File: src/logic/sensor_cmd_pkg.sv
// ----------------------------------------------------------
// sensor command package
// command bus widths, channel register map and opcodes
// ----------------------------------------------------------
`default_nettype none

package sensor_cmd_pkg;

    localparam int CMD_BYTE_W = 8;   // one byte on the command bus
    localparam int CMD_DATA_W = 16;  // data low + data high
    localparam int CMD_ADDR_W = 16;  // address low + address high

    // register offsets inside one channel window
    localparam int SENS_REL_MODE   = 0;  // data[0] enables the channel
    localparam int SENS_REL_LATE   = 1;  // lines from sof to sof_late
    localparam int SENS_REL_HEIGHT = 2;  // lines per frame
    localparam int SENS_REL_STATUS = 3;  // status request, data[5:0] is seq

    // decoded register operation
    typedef enum logic [1:0] {
        CMD_MODE,
        CMD_LATE,
        CMD_HEIGHT,
        CMD_STATUS
    } cmd_op_e;

    localparam int NUM_CHN = 4;  // sensor channels in the group
    localparam int CHN_W   = 2;  // channel index bits

endpackage

`default_nettype wire

File: src/logic/sensor_frame_pkg.sv
// ----------------------------------------------------------
// sensor frame package
// frame sync state, counter widths and status packet length
// ----------------------------------------------------------
`default_nettype none

package sensor_frame_pkg;

    localparam int LINE_W  = 16;  // line counter and line registers
    localparam int FRAME_W = 8;   // frame counter, reported in status byte 1

    // per-channel frame state
    typedef enum logic {
        FS_IDLE,    // waiting for vsync
        FS_ACTIVE   // counting line ends
    } frame_state_e;

    // packet: {chn, seq}, frame count, {en, active, late[5:0]}
    localparam int STATUS_BYTES = 3;

    localparam int FRAME_LINES_DFLT = 16;  // frame height out of reset

endpackage

`default_nettype wire

File: src/logic/sensor_cmd_decoder.sv
// ----------------------------------------------------------
// sensor command decoder
// collects byte-serial commands, writes channel registers
// ----------------------------------------------------------
`timescale 1ns/1ns
`default_nettype none

module sensor_cmd_decoder #(
    parameter int SENSOR_GROUP_ADDR = 'h400,  // first address of the group
    parameter int SENSOR_BASE_INC   = 'h040   // step between channel windows
) (
    input  logic                                  mclk,
    input  logic                                  rst,
    input  logic [sensor_cmd_pkg::CMD_BYTE_W-1:0] cmd_ad,    // AL, AH, DL, DH
    input  logic                                  cmd_stb,   // with AL only
    output logic [sensor_cmd_pkg::NUM_CHN-1:0]    cmd_wr,    // one-hot, one cycle
    output sensor_cmd_pkg::cmd_op_e               cmd_op,
    output logic [sensor_cmd_pkg::CMD_DATA_W-1:0] cmd_data
);
    import sensor_cmd_pkg::*;

    localparam int GRP_SPAN = NUM_CHN * SENSOR_BASE_INC;  // whole group window

    logic [CMD_BYTE_W-1:0] cmd_ad_r;   // bus byte, registered once
    logic                  cmd_stb_r;
    logic                  busy;       // command in progress
    logic [1:0]            byte_cnt;   // index of the byte in cmd_ad_r
    logic [CMD_ADDR_W-1:0] cmd_addr;
    logic [CMD_BYTE_W-1:0] data_lo;
    logic                  last_byte;  // data high in cmd_ad_r
    int                    addr_rel;
    int                    addr_off;
    logic [CHN_W-1:0]      chn_idx;
    logic                  in_grp;
    logic                  off_ok;
    cmd_op_e               op_dec;

    always_ff @(posedge mclk) begin
        cmd_ad_r <= cmd_ad;
        if (rst) cmd_stb_r <= 1'b0;
        else     cmd_stb_r <= cmd_stb;
    end

    // byte counter, restarted by every strobe
    always_ff @(posedge mclk) begin
        if (rst) begin
            busy     <= 1'b0;
            byte_cnt <= 2'd0;
        end else if (cmd_stb_r) begin
            busy     <= 1'b1;
            byte_cnt <= 2'd1;               // next byte is address high
        end else if (busy) begin
            byte_cnt <= byte_cnt + 2'd1;    // wraps to 0 after data high
            if (byte_cnt == 2'd3) busy <= 1'b0;
        end
    end

    always_ff @(posedge mclk) begin
        if (cmd_stb_r)                  cmd_addr[CMD_BYTE_W-1:0]          <= cmd_ad_r;
        if (busy && byte_cnt == 2'd1)   cmd_addr[CMD_ADDR_W-1:CMD_BYTE_W] <= cmd_ad_r;
        if (busy && byte_cnt == 2'd2)   data_lo                           <= cmd_ad_r;
    end

    assign last_byte = busy && (byte_cnt == 2'd3);

    // group window, channel and offset inside the channel window
    always_comb begin
        addr_rel = int'(cmd_addr) - SENSOR_GROUP_ADDR;
        in_grp   = (addr_rel >= 0) && (addr_rel < GRP_SPAN);
        chn_idx  = CHN_W'(addr_rel / SENSOR_BASE_INC);
        addr_off = addr_rel % SENSOR_BASE_INC;
    end

    always_comb begin
        op_dec = CMD_MODE;
        off_ok = 1'b1;
        case (addr_off)
            SENS_REL_MODE:   op_dec = CMD_MODE;
            SENS_REL_LATE:   op_dec = CMD_LATE;
            SENS_REL_HEIGHT: op_dec = CMD_HEIGHT;
            SENS_REL_STATUS: op_dec = CMD_STATUS;
            default:         off_ok = 1'b0;      // hole in the window, dropped
        endcase
    end

    always_ff @(posedge mclk) begin
        if (rst)                                cmd_wr <= '0;
        else if (last_byte && in_grp && off_ok) cmd_wr <= NUM_CHN'(1) << chn_idx;
        else                                    cmd_wr <= '0;
    end

    always_ff @(posedge mclk) begin
        if (last_byte) begin
            cmd_op   <= op_dec;
            cmd_data <= {cmd_ad_r, data_lo};    // data high is on the bus now
        end
    end

endmodule

`default_nettype wire

File: src/logic/sensor_frame_sync.sv
// ----------------------------------------------------------
// sensor frame sync, one channel
// frame pulses from vsync/hsync, registers, status packet
// ----------------------------------------------------------
`timescale 1ns/1ns
`default_nettype none

module sensor_frame_sync #(
    parameter int CHN_NUM        = 0,   // channel number for status byte 0
    parameter int SYNC_LATE_DFLT = 15   // late line count out of reset
) (
    input  logic                                  mclk,
    input  logic                                  rst,
    input  logic                                  cmd_wr,     // write to this channel
    input  sensor_cmd_pkg::cmd_op_e               cmd_op,
    input  logic [sensor_cmd_pkg::CMD_DATA_W-1:0] cmd_data,
    input  logic                                  sns_vsync,  // frame start pulse
    input  logic                                  sns_hsync,  // line end pulse
    input  logic                                  stat_take,  // stat_ad consumed
    output logic                                  sof_out,
    output logic                                  sof_late,
    output logic                                  eof_out,
    output logic                                  stat_rq,
    output logic [sensor_cmd_pkg::CMD_BYTE_W-1:0] stat_ad
);
    import sensor_cmd_pkg::*;
    import sensor_frame_pkg::*;

    localparam int IDX_W = $clog2(STATUS_BYTES);

    logic               enable;
    logic [LINE_W-1:0]  late_lines;
    logic [LINE_W-1:0]  height;
    frame_state_e       state;
    logic [LINE_W-1:0]  line_cnt;    // line ends seen in this frame
    logic [LINE_W-1:0]  line_next;
    logic               late_done;   // sof_late already sent this frame
    logic               frame_end;
    logic               late_fire;
    logic [FRAME_W-1:0] frame_cnt;
    logic [5:0]         seq;         // sequence number of the pending request
    logic               stat_req;
    logic [IDX_W-1:0]   stat_idx;    // packet byte on stat_ad

    always_ff @(posedge mclk) begin
        if (rst) begin
            enable     <= 1'b0;
            late_lines <= LINE_W'(SYNC_LATE_DFLT);
            height     <= LINE_W'(FRAME_LINES_DFLT);
        end else if (cmd_wr) begin
            case (cmd_op)
                CMD_MODE:   enable     <= cmd_data[0];
                CMD_LATE:   late_lines <= LINE_W'(cmd_data);
                CMD_HEIGHT: height     <= LINE_W'(cmd_data);
                default:    ;                              // status handled below
            endcase
        end
    end

    assign line_next = line_cnt + LINE_W'(1);
    assign frame_end = (line_next >= height);
    // late count past the height falls back to eof
    assign late_fire = !late_done && ((line_next >= late_lines) || frame_end);

    always_ff @(posedge mclk) begin
        if (rst) begin
            state     <= FS_IDLE;
            line_cnt  <= '0;
            late_done <= 1'b0;
            frame_cnt <= '0;
            sof_out   <= 1'b0;
            sof_late  <= 1'b0;
            eof_out   <= 1'b0;
        end else begin
            sof_out  <= 1'b0;
            sof_late <= 1'b0;
            eof_out  <= 1'b0;
            case (state)
                FS_IDLE: begin
                    if (sns_vsync && enable) begin
                        state     <= FS_ACTIVE;
                        line_cnt  <= '0;
                        late_done <= 1'b0;
                        sof_out   <= 1'b1;
                    end
                end
                FS_ACTIVE: begin
                    if (sns_hsync) begin
                        line_cnt <= line_next;
                        if (late_fire) begin
                            sof_late  <= 1'b1;
                            late_done <= 1'b1;
                        end
                        if (frame_end) begin
                            eof_out   <= 1'b1;
                            frame_cnt <= frame_cnt + FRAME_W'(1);
                            state     <= FS_IDLE;   // vsync ignored until here
                        end
                    end
                end
                default: state <= FS_IDLE;
            endcase
        end
    end

    assign stat_req = cmd_wr && (cmd_op == CMD_STATUS);

    always_ff @(posedge mclk) begin
        if (stat_req) seq <= cmd_data[5:0];   // newer request overrides seq
    end

    // one pending packet, bytes advance on each take
    always_ff @(posedge mclk) begin
        if (rst) begin
            stat_rq  <= 1'b0;
            stat_idx <= '0;
        end else begin
            if (stat_take) begin
                if (stat_idx == IDX_W'(STATUS_BYTES - 1)) begin
                    stat_rq  <= 1'b0;
                    stat_idx <= '0;
                end else begin
                    stat_idx <= stat_idx + IDX_W'(1);
                end
            end
            if (stat_req) stat_rq <= 1'b1;
        end
    end

    always_comb begin
        case (stat_idx)
            IDX_W'(0): stat_ad = {CHN_W'(CHN_NUM), seq};
            IDX_W'(1): stat_ad = CMD_BYTE_W'(frame_cnt);
            default:   stat_ad = {enable, state == FS_ACTIVE, late_lines[5:0]};
        endcase
    end

endmodule

`default_nettype wire

File: src/logic/sensor_status_router.sv
// ----------------------------------------------------------
// sensor status router
// round-robin merge of channel packets under credit control
// ----------------------------------------------------------
`timescale 1ns/1ns
`default_nettype none

module sensor_status_router #(
    parameter int STATUS_CREDITS = 2   // packets the receiver can buffer
) (
    input  logic                                                         mclk,
    input  logic                                                         rst,
    input  logic [sensor_cmd_pkg::NUM_CHN-1:0]                           stat_rq,
    input  logic [sensor_cmd_pkg::NUM_CHN-1:0][sensor_cmd_pkg::CMD_BYTE_W-1:0] stat_ad,
    input  logic                                                         status_credit,
    output logic [sensor_cmd_pkg::NUM_CHN-1:0]                           stat_take,
    output logic [sensor_cmd_pkg::CMD_BYTE_W-1:0]                        status_ad,
    output logic                                                         status_valid,
    output logic                                                         status_last
);
    import sensor_cmd_pkg::*;
    import sensor_frame_pkg::*;

    localparam int CRED_W = $clog2(STATUS_CREDITS + 1);
    localparam int BCNT_W = $clog2(STATUS_BYTES);

    logic [CRED_W-1:0] credit_cnt;
    logic [CHN_W-1:0]  rr_ptr;    // channel served last
    logic              busy;      // forwarding bytes 1 and up
    logic [CHN_W-1:0]  sel;       // channel being forwarded
    logic [BCNT_W-1:0] bcnt;      // byte index taken this cycle
    logic [CHN_W-1:0]  win;
    logic              win_vld;
    logic              grant;
    logic [CHN_W-1:0]  cur;

    // nearest requester after rr_ptr wins, rr_ptr itself last
    always_comb begin
        logic [CHN_W-1:0] cand;
        win     = rr_ptr;
        win_vld = 1'b0;
        for (int k = NUM_CHN; k >= 1; k--) begin
            cand = rr_ptr + CHN_W'(k);
            if (stat_rq[cand]) begin
                win     = cand;
                win_vld = 1'b1;
            end
        end
    end

    assign grant     = !busy && win_vld && (credit_cnt != '0);
    assign cur       = busy ? sel : win;
    assign stat_take = (busy || grant) ? (NUM_CHN'(1) << cur) : '0;

    always_ff @(posedge mclk) begin
        if (rst) begin
            credit_cnt   <= CRED_W'(STATUS_CREDITS);
            rr_ptr       <= CHN_W'(NUM_CHN - 1);       // channel 0 first
            busy         <= 1'b0;
            sel          <= '0;
            bcnt         <= '0;
            status_valid <= 1'b0;
            status_last  <= 1'b0;
        end else begin
            // one credit per packet, paid on byte 0
            credit_cnt   <= credit_cnt + CRED_W'(status_credit) - CRED_W'(grant);
            status_valid <= busy || grant;
            status_last  <= busy && (bcnt == BCNT_W'(STATUS_BYTES - 1));
            if (grant) begin
                busy   <= 1'b1;
                sel    <= win;
                rr_ptr <= win;
                bcnt   <= BCNT_W'(1);
            end else if (busy) begin
                if (bcnt == BCNT_W'(STATUS_BYTES - 1)) begin
                    busy <= 1'b0;
                    bcnt <= '0;
                end else begin
                    bcnt <= bcnt + BCNT_W'(1);
                end
            end
        end
    end

    always_ff @(posedge mclk) begin
        status_ad <= stat_ad[cur];    // qualified by status_valid
    end

endmodule

`default_nettype wire

File: src/logic/sensor_group.sv
// ----------------------------------------------------------
// sensor group top level
// command decoder, four channel frame syncs, status router
// ----------------------------------------------------------
`timescale 1ns/1ns
`default_nettype none

module sensor_group #(
    parameter int SENSOR_GROUP_ADDR = 'h400,  // group base address
    parameter int SENSOR_BASE_INC   = 'h040,  // channel window size
    parameter int SYNC_LATE_DFLT    = 15,     // late sync lines after reset
    parameter int STATUS_CREDITS    = 2       // receiver packet credits
) (
    input  logic                                  mclk,
    input  logic                                  rst,
    input  logic [sensor_cmd_pkg::CMD_BYTE_W-1:0] cmd_ad,
    input  logic                                  cmd_stb,
    input  logic [sensor_cmd_pkg::NUM_CHN-1:0]    sns_vsync,
    input  logic [sensor_cmd_pkg::NUM_CHN-1:0]    sns_hsync,
    input  logic                                  status_credit,
    output logic [sensor_cmd_pkg::NUM_CHN-1:0]    sof_out,
    output logic [sensor_cmd_pkg::NUM_CHN-1:0]    sof_late,
    output logic [sensor_cmd_pkg::NUM_CHN-1:0]    eof_out,
    output logic [sensor_cmd_pkg::CMD_BYTE_W-1:0] status_ad,
    output logic                                  status_valid,
    output logic                                  status_last
);
    import sensor_cmd_pkg::*;

    logic [NUM_CHN-1:0]                 cmd_wr;     // per-channel write strobe
    cmd_op_e                            cmd_op;
    logic [CMD_DATA_W-1:0]              cmd_data;
    logic [NUM_CHN-1:0]                 stat_rq;
    logic [NUM_CHN-1:0][CMD_BYTE_W-1:0] stat_ad;
    logic [NUM_CHN-1:0]                 stat_take;

    sensor_cmd_decoder #(
        .SENSOR_GROUP_ADDR (SENSOR_GROUP_ADDR),
        .SENSOR_BASE_INC   (SENSOR_BASE_INC)
    ) cmd_decoder_inst (
        .mclk     (mclk),
        .rst      (rst),
        .cmd_ad   (cmd_ad),
        .cmd_stb  (cmd_stb),
        .cmd_wr   (cmd_wr),
        .cmd_op   (cmd_op),
        .cmd_data (cmd_data)
    );

    for (genvar i = 0; i < NUM_CHN; i++) begin : gen_chn
        sensor_frame_sync #(
            .CHN_NUM        (i),
            .SYNC_LATE_DFLT (SYNC_LATE_DFLT)
        ) frame_sync_inst (
            .mclk      (mclk),
            .rst       (rst),
            .cmd_wr    (cmd_wr[i]),
            .cmd_op    (cmd_op),
            .cmd_data  (cmd_data),
            .sns_vsync (sns_vsync[i]),
            .sns_hsync (sns_hsync[i]),
            .stat_take (stat_take[i]),
            .sof_out   (sof_out[i]),
            .sof_late  (sof_late[i]),
            .eof_out   (eof_out[i]),
            .stat_rq   (stat_rq[i]),
            .stat_ad   (stat_ad[i])
        );
    end

    sensor_status_router #(
        .STATUS_CREDITS (STATUS_CREDITS)
    ) status_router_inst (
        .mclk          (mclk),
        .rst           (rst),
        .stat_rq       (stat_rq),
        .stat_ad       (stat_ad),
        .status_credit (status_credit),
        .stat_take     (stat_take),
        .status_ad     (status_ad),
        .status_valid  (status_valid),
        .status_last   (status_last)
    );

endmodule

`default_nettype wire

File: config.mk
export PLATFORM = sky130hd
export DESIGN_NAME = sensor_group
export DESIGN_NICKNAME = d
export VERILOG_FILES = /design/src/logic/sensor_cmd_pkg.sv /design/src/logic/sensor_frame_pkg.sv /design/src/logic/sensor_cmd_decoder.sv /design/src/logic/sensor_frame_sync.sv /design/src/logic/sensor_status_router.sv /design/src/logic/sensor_group.sv
export SDC_FILE = /design/constraint.sdc
export NUM_CORES = 1
export LEC_CHECK = 0
export ABC_CLOCK_PERIOD_IN_PS = 8250
export BUFFER_PORTS_ARGS = -buffer_cell sky130_fd_sc_hd__buf_2
export CORE_UTILIZATION = 25
export CTS_BUF_LIST = sky130_fd_sc_hd__clkbuf_4
export CTS_CLUSTER_DIAMETER = 40
export DETAILED_ROUTE_END_ITERATION = 6
export GPL_TIMING_DRIVEN = 1
export SLEW_MARGIN = 20
export SYNTH_ARGS = -nofsm -noshare
export SYNTH_HDL_FRONTEND = slang
export SYNTH_SLANG_ARGS = --single-unit
File: constraint.sdc
create_clock -name mclk -period 8.25 [get_ports mclk]
set_input_delay 2.475 -clock mclk [delete_from_list [all_inputs] [get_ports mclk]]
set_output_delay 2.475 -clock mclk [all_outputs]
set_load 0.005 [all_outputs]
==> Flow_metrics.wiki, run 1 <==
{| class="wikitable"
! Metric !! Value
|-
| Final Wtd Congestion || 0.800
|-
| Wire length of the first global-routing pass || 73.7 mm
|-
| Die height || 273 um
|-
| Share of final-layout standard cells stronger than drive strength 1 || 10.1%
|-
| Design area || 20700 sq um
|-
| Drt first pass iters || 5
|-
| Setup repair after global routing missed its margin || no
|-
| Die X || 273 um
|-
| Vias in the first global route || 13.7k
|-
| CP Capture Point || gen_chn[0].frame_sync_inst.frame_cnt[5]$_SDFFE_PP0P_
|-
| Sum of negative setup slack || 0 ps
|-
| Final Slew Violations || 0
|-
| WP data required || 8960 ps
|-
| Number of vias per cell || 4.55
|-
| Crit path launch || gen_chn[0].frame_sync_inst.line_cnt[0]$_SDFFE_PP0P_
|-
| Detail Placement HPWL || 31.1 mm
|-
| Boundary pin count || 42
|-
| Biggest area contributors in the synthesized netlist || sky130_fd_sc_hd__dfxtp_1 32%, sky130_fd_sc_hd__edfxtp_1 11%, sky130_fd_sc_hd__ha_1 9.7%, sky130_fd_sc_hd__nand2_1 7.0%, sky130_fd_sc_hd__a21oi_1 6.8%
|-
| Clock Skew || 46.2 ps
|-
| Endpoint class of the critical path || register
|-
| Number of nets in the synthesized netlist || 2319
|-
| Share of synthesized registers carrying an async set or reset || 0%
|-
| Clock tree from TritonCTS || yes
|-
| Post-synth design cell area || 18400 sq um
|-
| Clock root buffer master || sky130_fd_sc_hd__clkbuf_4
|-
| Number of synthesized register bits || 361
|-
| Rows || 99
|-
| DRC violation count after routing || 0
|-
| Final period util || 51.3%
|-
| Global router's overall resource usage || 12.3%
|-
| Worst-path clk slew || 70 ps
|-
| Crit path time final || 4230 ps
|-
| Portion of the post-synthesis area used by sequential elements || 42.9%
|-
| Hold slack final || 406 ps
|-
| Synth Warn # || 0
|-
| Wire length per cell || 14.2 um
|-
| CTS buffer count || 100
|-
| Synth Flop Type || sky130_fd_sc_hd__dfxtp_1
|-
| Areal power density over the cells || 176 nW/um^2
|-
| Total via count in the routed design || 14.7k
|-
| Final setup fails || 0
|-
| Fin. Hold Viols || 0
|-
| Port Buf Inserts || 41
|-
| H-tree Lvls || 3
|-
| Clock tree sinks || 361
|-
| Transition time at the pin with the least slew margin || 1060 ps
|-
| Post-CTS Hold Buffers || 0
|-
| Nature of the critical path startpoint || register
|-
| Distinct cell type count of the synthesized netlist || 69
|-
| Placeable core area || 72800 sq um
|-
| Initial Util || 25.2%
|-
| Layout fillers || 7836
|-
| Number of synthesized flops with an enable pin || 66
|-
| Clock latency on the worst-skew pair || 850 ps
|-
| Slack of the worst reg-to-reg path || 4020 ps
|-
| Reg2Reg Capture Point || gen_chn[0].frame_sync_inst.frame_cnt[5]$_SDFFE_PP0P_
|-
| Maximum frequency from static timing analysis || 236 MHz
|-
| Worst-path maximum fanout || 17
|-
| Slew Limit Headroom || 29.3%
|-
| Launch instance of the worst register-to-register path || gen_chn[0].frame_sync_inst.line_cnt[0]$_SDFFE_PP0P_
|-
| Antenna violations before repair || 2
|-
| Area fraction of the dominant cell type after synthesis || 32.1%
|-
| Syn Area/Cell || 8.53 sq um
|-
| Static leakage power || 0.00778 uW
|-
| DRT Wirelength || 45.8 mm
|-
| Peak supply drop || 88.8 uV
|-
| Pin count of the biggest net entering global routing || 176
|-
| Top cell type by total area after synthesis || sky130_fd_sc_hd__dfxtp_1
|-
| Pwr Total || 3640 uW
|-
| Number of buffers between clock root and the deepest sink || 3
|-
| Number of buffers inserted to repair setup after CTS || 0
|-
| Maximum capacitance violations || 0
|-
| WS Path Type || register to register
|-
| Total die area || 74600 sq um
|-
| Post-placement cell area || 19200 sq um
|-
| R2R depth || 13
|-
| Syn Inst Count || 2156
|-
| Syn-to-layout area delta || 12.5%
|-
| Total Nets Final || 2336
|-
| GRT overflow || 0
|-
| Hold crit path type || register to register
|-
| WP data arrival || 4940 ps
|-
| Result of the run || completed
|-
| Iter 0 DRT Violations || 959
|-
| Count of antenna-violating nets left after detailed routing || 0
|-
| Count of cells resized by post-cts repair || 0
|}
-- cell type report --
| class | count | area (sq um) | share of cell area (%) |
|---|---|---|---|
| Clock inverter | 40 | 295 | 1.43 |
| Tap cell | 959 | 1200 | 5.81 |
| Timing Repair Buffer | 46 | 265 | 1.28 |
| Multi-Input combinational cell | 1525 | 9360 | 45.3 |
| Inverter | 139 | 534 | 2.58 |
| Clock buffer | 149 | 1120 | 5.41 |
| Sequential cell | 361 | 7890 | 38.2 |
| Antenna cell | 3 | 7.51 | 0.0363 |
-- cells in the final DEF (no fill, tap or decap), drive strengths merged, types with 8 or more instances in the layout --
cell type	netlist	final
a211o	19	19
a211oi	28	28
a21o	10	10
a21oi	250	250
a22oi	20	20
and2	29	29
and3	25	25
and4	10	10
buf	43	46
clkbuf	88	149
clkinv	1	34
dfxtp	295	295
edfxtp	66	66
ha	143	143
inv	138	140
mux2	8	8
mux2i	29	29
nand2	345	345
nand2b	21	21
nand3	48	48
nand3b	15	15
nand4	30	30
nor2	152	152
nor2b	27	27
nor3	39	39
nor4	11	11
o211ai	12	12
o21ai	89	89
o31ai	9	9
or3	27	27
xnor2	27	27
xor2	36	36
-- per-layer routing --
| layer | wire length (um) | share of wire [%] | up-vias | global-route usage (%) |
|---|---|---|---|---|
| met5 | 0 | 0 | - | 0 |
| met4 | 1060 | 2.3 | 0 | 4.47 |
| met3 | 1860 | 4.1 | 71 | 2.42 |
| met2 | 20200 | 44 | 259 | 18.9 |
| met1 | 22700 | 50 | 6762 | 16.9 |
| li1 | - | - | 7582 | - |
-- report_power, final --
group	switching [uW]	internal [uW]	total, uW
logic	31.1	11.4	42.5
registers	9.42	1800	1810
clock network	797	987	1780
-- cells in the mapped netlist (27+ instances only) --
cell / instances
sky130_fd_sc_hd__nor2_1: 151
sky130_fd_sc_hd__nor3_1: 39
sky130_fd_sc_hd__xor2_1: 36
sky130_fd_sc_hd__nand4_1: 30
sky130_fd_sc_hd__dfxtp_1: 295
sky130_fd_sc_hd__clkbuf_1: 83
sky130_fd_sc_hd__o21ai_0: 89
sky130_fd_sc_hd__or3_1: 27
sky130_fd_sc_hd__a211oi_1: 27
sky130_fd_sc_hd__mux2i_1: 29
sky130_fd_sc_hd__nor2b_1: 27
sky130_fd_sc_hd__nand3_1: 48
sky130_fd_sc_hd__ha_1: 143
sky130_fd_sc_hd__nand2_1: 345
sky130_fd_sc_hd__a21oi_1: 250
sky130_fd_sc_hd__inv_1: 138
sky130_fd_sc_hd__xnor2_1: 27
sky130_fd_sc_hd__edfxtp_1: 66
-- worst max-delay path: stages, from the launching register on --
cell	delay, ps
sky130_fd_sc_hd__dfxtp_1	430
sky130_fd_sc_hd__ha_1	250
sky130_fd_sc_hd__and3_1	250
sky130_fd_sc_hd__and4_1	280
sky130_fd_sc_hd__and3_1	260
sky130_fd_sc_hd__nand3_1	120
sky130_fd_sc_hd__xnor2_1	300
sky130_fd_sc_hd__ha_1	310
sky130_fd_sc_hd__o21ai_0	140
sky130_fd_sc_hd__nor2_1	60
sky130_fd_sc_hd__or3_1	360
sky130_fd_sc_hd__a211oi_2	880
sky130_fd_sc_hd__nor4_1	150
sky130_fd_sc_hd__mux2_2	310
-- flip-flops by register name, summed over array words and instances, names as in the netlist, 8 cells and up --
| name | cells |
|---|---|
| gen_chn.frame_sync_inst.line_cnt | 64 |
| cmd_decoder_inst.cmd_ad_r | 8 |
| gen_chn.frame_sync_inst.frame_cnt | 32 |
| gen_chn.frame_sync_inst.height | 64 |
| cmd_decoder_inst.cmd_data | 16 |
| gen_chn.frame_sync_inst.late_lines | 64 |
| gen_chn.frame_sync_inst.seq | 24 |
| cmd_decoder_inst.cmd_addr | 16 |
| status_router_inst.status_ad | 8 |
| gen_chn.frame_sync_inst.stat_idx | 8 |
| cmd_decoder_inst.data_lo | 8 |
-- logic make-up after synthesis --
family | Yosys count | share of synthesized area [%]
AND/OR/NAND/NOR | 798 | 20.3
multiplexers | 37 | 2.07
flip-flops | 361 | 42.9
adder cells (fa/ha/maj) | 143 | 9.73
buffers and inverters | 270 | 6.22
AO/OA/AOI/OAI | 484 | 15.8
XOR/XNOR | 63 | 3.00
-- stage by stage --
| step | setup WS (ps) | util (%) | std cells |
|---|---|---|---|
| finish | 4020 | 28.4 | 3222 |
| global route | 3750 | 28.4 | 3222 |
| CTS | 4020 | 28.4 | 3219 |
| detailed placement | 3590 | 26.4 | 3030 |
| global placement | 3580 | 26.4 | 3030 |
| floorplan | 4530 | - | 2156 |
-- worst min path at each step --
stage / end / start / slack [ps] / depth (start not counted)
final: cmd_decoder_inst.cmd_data[5]$_DFFE_PP_ / cmd_decoder_inst.data_lo[5]$_DFFE_PP_ / 410 / 0
after global routing: cmd_decoder_inst.cmd_data[5]$_DFFE_PP_ / cmd_decoder_inst.data_lo[5]$_DFFE_PP_ / 420 / 0
after CTS: cmd_decoder_inst.cmd_data[5]$_DFFE_PP_ / cmd_decoder_inst.data_lo[5]$_DFFE_PP_ / 410 / 0
after detailed placement: cmd_decoder_inst.cmd_data[5]$_DFFE_PP_ / cmd_decoder_inst.data_lo[5]$_DFFE_PP_ / 410 / 0
after global placement: cmd_decoder_inst.cmd_data[0]$_DFFE_PP_ / cmd_decoder_inst.data_lo[0]$_DFFE_PP_ / 400 / 0
after floorplan: cmd_decoder_inst.cmd_data[0]$_DFFE_PP_ / cmd_decoder_inst.data_lo[0]$_DFFE_PP_ / 400 / 0
Note: power is estimated with default switching activity, not from simulation.
==> inputs of run 2 (changes only) <==
--- a/config.mk
+++ b/config.mk
@@ -5,7 +5,8 @@
 export SDC_FILE = /design/constraint.sdc
 export NUM_CORES = 1
 export LEC_CHECK = 0
-export ABC_CLOCK_PERIOD_IN_PS = 8250
+export ABC_AREA = 1
+export ABC_CLOCK_PERIOD_IN_PS = 3600
 export BUFFER_PORTS_ARGS = -buffer_cell sky130_fd_sc_hd__buf_2
 export CORE_UTILIZATION = 25
 export CTS_BUF_LIST = sky130_fd_sc_hd__clkbuf_4
==> constraint.sdc (replaced) <==
create_clock -name mclk -period 3.6 [get_ports mclk]
set_input_delay 1.08 -clock mclk [delete_from_list [all_inputs] [get_ports mclk]]
set_output_delay 1.08 -clock mclk [all_outputs]
set_load 0.005 [all_outputs]
==> Flow_metrics.wiki, run 2 <==
{| class="wikitable"
! Metric !! Value
|-
| Number of buffers inserted to repair setup after CTS || 0
|-
| Part of the power in registers || 51.9%
|-
| Hold crit path type || register to register
|-
| Total Nets Final || 2500
|-
| Most frequent cells after synthesis || 411 x sky130_fd_sc_hd__nand2_1, 316 x sky130_fd_sc_hd__inv_1, 295 x sky130_fd_sc_hd__dfxtp_1, 292 x sky130_fd_sc_hd__a21oi_1, 170 x sky130_fd_sc_hd__o21ai_0
|-
| Final Slew Violations || 0
|-
| Peak supply drop || 270 uV
|-
| Synth Flop Type || sky130_fd_sc_hd__dfxtp_1
|-
| Number of vias per cell || 4.42
|-
| Iter 0 DRT Violations || 870
|-
| CTS buffer count || 96
|-
| Top cell type by total area after synthesis || sky130_fd_sc_hd__dfxtp_1
|-
| Fin. Hold Viols || 0
|-
| Number of nets in the synthesized netlist || 2413
|-
| Final period util || 90.4%
|-
| Clock root buffer master || sky130_fd_sc_hd__clkbuf_4
|-
| Total via count in the routed design || 14.8k
|-
| Synth Warn # || 0
|-
| WP data required || 4260 ps
|-
| Number of synthesized register bits || 361
|-
| Vias in the first global route || 14.0k
|-
| Net Sw Frac || 22.6%
|-
| DRC violation count after routing || 0
|-
| Share of synthesized registers carrying an async set or reset || 0%
|-
| Syn-to-layout area delta || 14.3%
|-
| Most common cell after layout, fill and taps aside || sky130_fd_sc_hd__nand2_1
|-
| Transition time at the pin with the least slew margin || 783 ps
|-
| Final setup fails || 0
|-
| Syn Inst Count || 2250
|-
| Sum of negative setup slack || 0 ps
|-
| Die height || 270 um
|-
| Combinational power share || 1.5%
|-
| Wire length per cell || 13.5 um
|-
| Proportion of power drawn by the clock network || 46.6%
|-
| Portion of the post-synthesis area used by sequential elements || 44.1%
|-
| Int Pwr || 6180 uW
|-
| Maximum frequency from static timing analysis || 307 MHz
|-
| Crit path time final || 3250 ps
|-
| Biggest area contributors in the synthesized netlist || sky130_fd_sc_hd__dfxtp_1 33%, sky130_fd_sc_hd__edfxtp_1 11%, sky130_fd_sc_hd__ha_1 10%, sky130_fd_sc_hd__nand2_1 8.6%, sky130_fd_sc_hd__a21oi_1 8.2%
|-
| Clock tree sinks || 361
|-
| Maximum capacitance violations || 0
|-
| Dominant cell by count in the synthesized netlist || sky130_fd_sc_hd__nand2_1
|-
| Result of the run || completed
|-
| Setup repair after global routing missed its margin || no
|-
| WP data arrival || 3910 ps
|-
| Clock latency on the worst-skew pair || 810 ps
|-
| Number of buffers between clock root and the deepest sink || 3
|-
| Distinct cell type count of the synthesized netlist || 50
|-
| Initial Util || 25.4%
|-
| Worst-path clk slew || 70 ps
|-
| Leading cell types in the layout, fill and taps excluded || 409 x sky130_fd_sc_hd__nand2_1, 316 x sky130_fd_sc_hd__inv_1, 295 x sky130_fd_sc_hd__dfxtp_1, 292 x sky130_fd_sc_hd__a21oi_1, 170 x sky130_fd_sc_hd__o21ai_0
|-
| Slew Limit Headroom || 47.8%
|-
| Die X || 270 um
|-
| Boundary pin count || 42
|-
| Placeable core area || 70400 sq um
|-
| Syn Area/Cell || 7.95 sq um
|-
| Port Buf Inserts || 41
|-
| Largest registers ranked by flip-flop count || gen_chn.frame_sync_inst.height (64), gen_chn.frame_sync_inst.late_lines (64), gen_chn.frame_sync_inst.line_cnt (64)
|-
| Worst-path maximum fanout || 13
|-
| Share of final-layout standard cells stronger than drive strength 1 || 10.8%
|-
| Clock Skew || 58.9 ps
|-
| Detail Placement HPWL || 32.1 mm
|-
| Antenna violations before repair || 3
|-
| Total die area || 72600 sq um
|-
| Drt first pass iters || 5
|-
| DRT Wirelength || 45.1 mm
|-
| WS Path Type || register to register
|-
| Pin count of the biggest net entering global routing || 84
|-
| Cell total after placement || 3179
|-
| Count of antenna-violating nets left after detailed routing || 0
|-
| Rows || 97
|-
| Endpoint class of the critical path || register
|-
| Nature of the critical path startpoint || register
|-
| Number of cells in the finished layout apart from fillers || 3350
|-
| H-tree Lvls || 3
|-
| Clock tree from TritonCTS || yes
|-
| Areal power density over the cells || 391 nW/um^2
|-
| Post-synth design cell area || 17900 sq um
|-
| GRT overflow || 0
|-
| Global router's overall resource usage || 12.4%
|-
| Wire length of the first global-routing pass || 73.0 mm
|-
| Number of synthesized flops with an enable pin || 66
|-
| Sw Pwr || 1800 uW
|-
| Area fraction of the dominant cell type after synthesis || 33.0%
|-
| Final Wtd Congestion || 0.864
|-
| Static leakage power || 0.00828 uW
|-
| Hold slack final || 386 ps
|}
==> run 2: changes by cell type in the layout (fill, tap and decap cells not counted), moves of 23 or more <==
cell,previous run,this run
sky130_fd_sc_hd__a211oi_1,27,1
sky130_fd_sc_hd__a21oi_1,250,292
sky130_fd_sc_hd__and2_1,26,1
sky130_fd_sc_hd__and3_1,25,1
sky130_fd_sc_hd__buf_4,4,27
sky130_fd_sc_hd__inv_1,138,316
sky130_fd_sc_hd__mux2i_1,29,0
sky130_fd_sc_hd__nand2_1,345,409
sky130_fd_sc_hd__nand3_1,48,102
sky130_fd_sc_hd__nor2b_1,27,0
sky130_fd_sc_hd__o21ai_0,89,170
sky130_fd_sc_hd__or3_1,27,1
sky130_fd_sc_hd__xor2_1,36,59
==> run 2: power groups by stage <==
stage	logic (uW)	registers [uW]	clock network, uW
after floorplan	82.8	4220	0
after detailed placement	123	4230	0
after global placement	122	4230	0
after CTS	123	4140	3870
final	123	4140	3720
after global routing	142	4140	4070
==> run 2: logic make-up after synthesis <==
kind of cell | count (synthesis) | share of synthesized area (%)
buf+inv | 403 | 8.84
fa+ha+maj | 143 | 10.0
compound gates | 523 | 15.5
xor+xnor | 68 | 3.33
simple gates | 752 | 18.2
flops | 361 | 44.1
==> run 2: metal layers <==
layer | up-vias | track usage [%] | share of wire, %
li1 | 7710 | - | -
met1 | 6720 | 16.7 | 49
met2 | 285 | 19.4 | 44
met3 | 88 | 2.63 | 4.5
met4 | 0 | 4.34 | 2.6
met5 | - | 0 | 0
==> run 2: cell type report <==
class	count	area, sq um
fill	7622	49900
multi-input combinational	1486	8440
clock inverter	27	190
clock buffer	143	1070
inverter	322	1220
timing repair buffer	70	463
tap	940	1180
antenna	1	2.50
sequential	361	7890
==> run 2: path summary, 6_finish.rpt <==
kind,endpoint,from,slack [ps],depth (start not counted)
max,gen_chn[2].frame_sync_inst.frame_cnt[2]$_SDFFE_PP0P_,gen_chn[2].frame_sync_inst.line_cnt[1]$_SDFFE_PP0P_,350,16
min,cmd_decoder_inst.cmd_data[3]$_DFFE_PP_,cmd_decoder_inst.data_lo[3]$_DFFE_PP_,390,0
max reg2reg,gen_chn[2].frame_sync_inst.frame_cnt[2]$_SDFFE_PP0P_,gen_chn[2].frame_sync_inst.line_cnt[1]$_SDFFE_PP0P_,350,16
min reg2reg,cmd_decoder_inst.cmd_data[3]$_DFFE_PP_,cmd_decoder_inst.data_lo[3]$_DFFE_PP_,390,0
==> run 2: what timing repair did <==
action	CTS	global route
endpoints found under the setup margin	0	15
gates resized for setup	0	3
hold buffers	0	0
==> run 2: critical path: stages, from the launching register on <==
cell                      delay (ps)
sky130_fd_sc_hd__dfxtp_1         360
sky130_fd_sc_hd__ha_1            200
sky130_fd_sc_hd__nand3_1         180
sky130_fd_sc_hd__or4_1           580
sky130_fd_sc_hd__or2_2           310
sky130_fd_sc_hd__nand2_1          60
sky130_fd_sc_hd__inv_1            50
sky130_fd_sc_hd__ha_1            260
sky130_fd_sc_hd__nand2_1          60
sky130_fd_sc_hd__nor3_1          270
sky130_fd_sc_hd__nand3_1         110
sky130_fd_sc_hd__nand3_1         150
sky130_fd_sc_hd__nand2_2         170
sky130_fd_sc_hd__inv_1           190
sky130_fd_sc_hd__nand3_1          90
sky130_fd_sc_hd__nand2_1          60
sky130_fd_sc_hd__a21oi_1          40
==> run 2: stage by stage <==
step / total power (uW) / util, % / worst slack, ps / cell area (sq um)
final: 7990 / 29.0 / 347 / 20400
after global routing: 8360 / 29.0 / 5.68 / 20400
after CTS: 8130 / 29.0 / 216 / 20400
after detailed placement: 4360 / 27.2 / 247 / 19200
after global placement: 4350 / 27.2 / 341 / 19200
after floorplan: 4310 / - / 661 / 17900
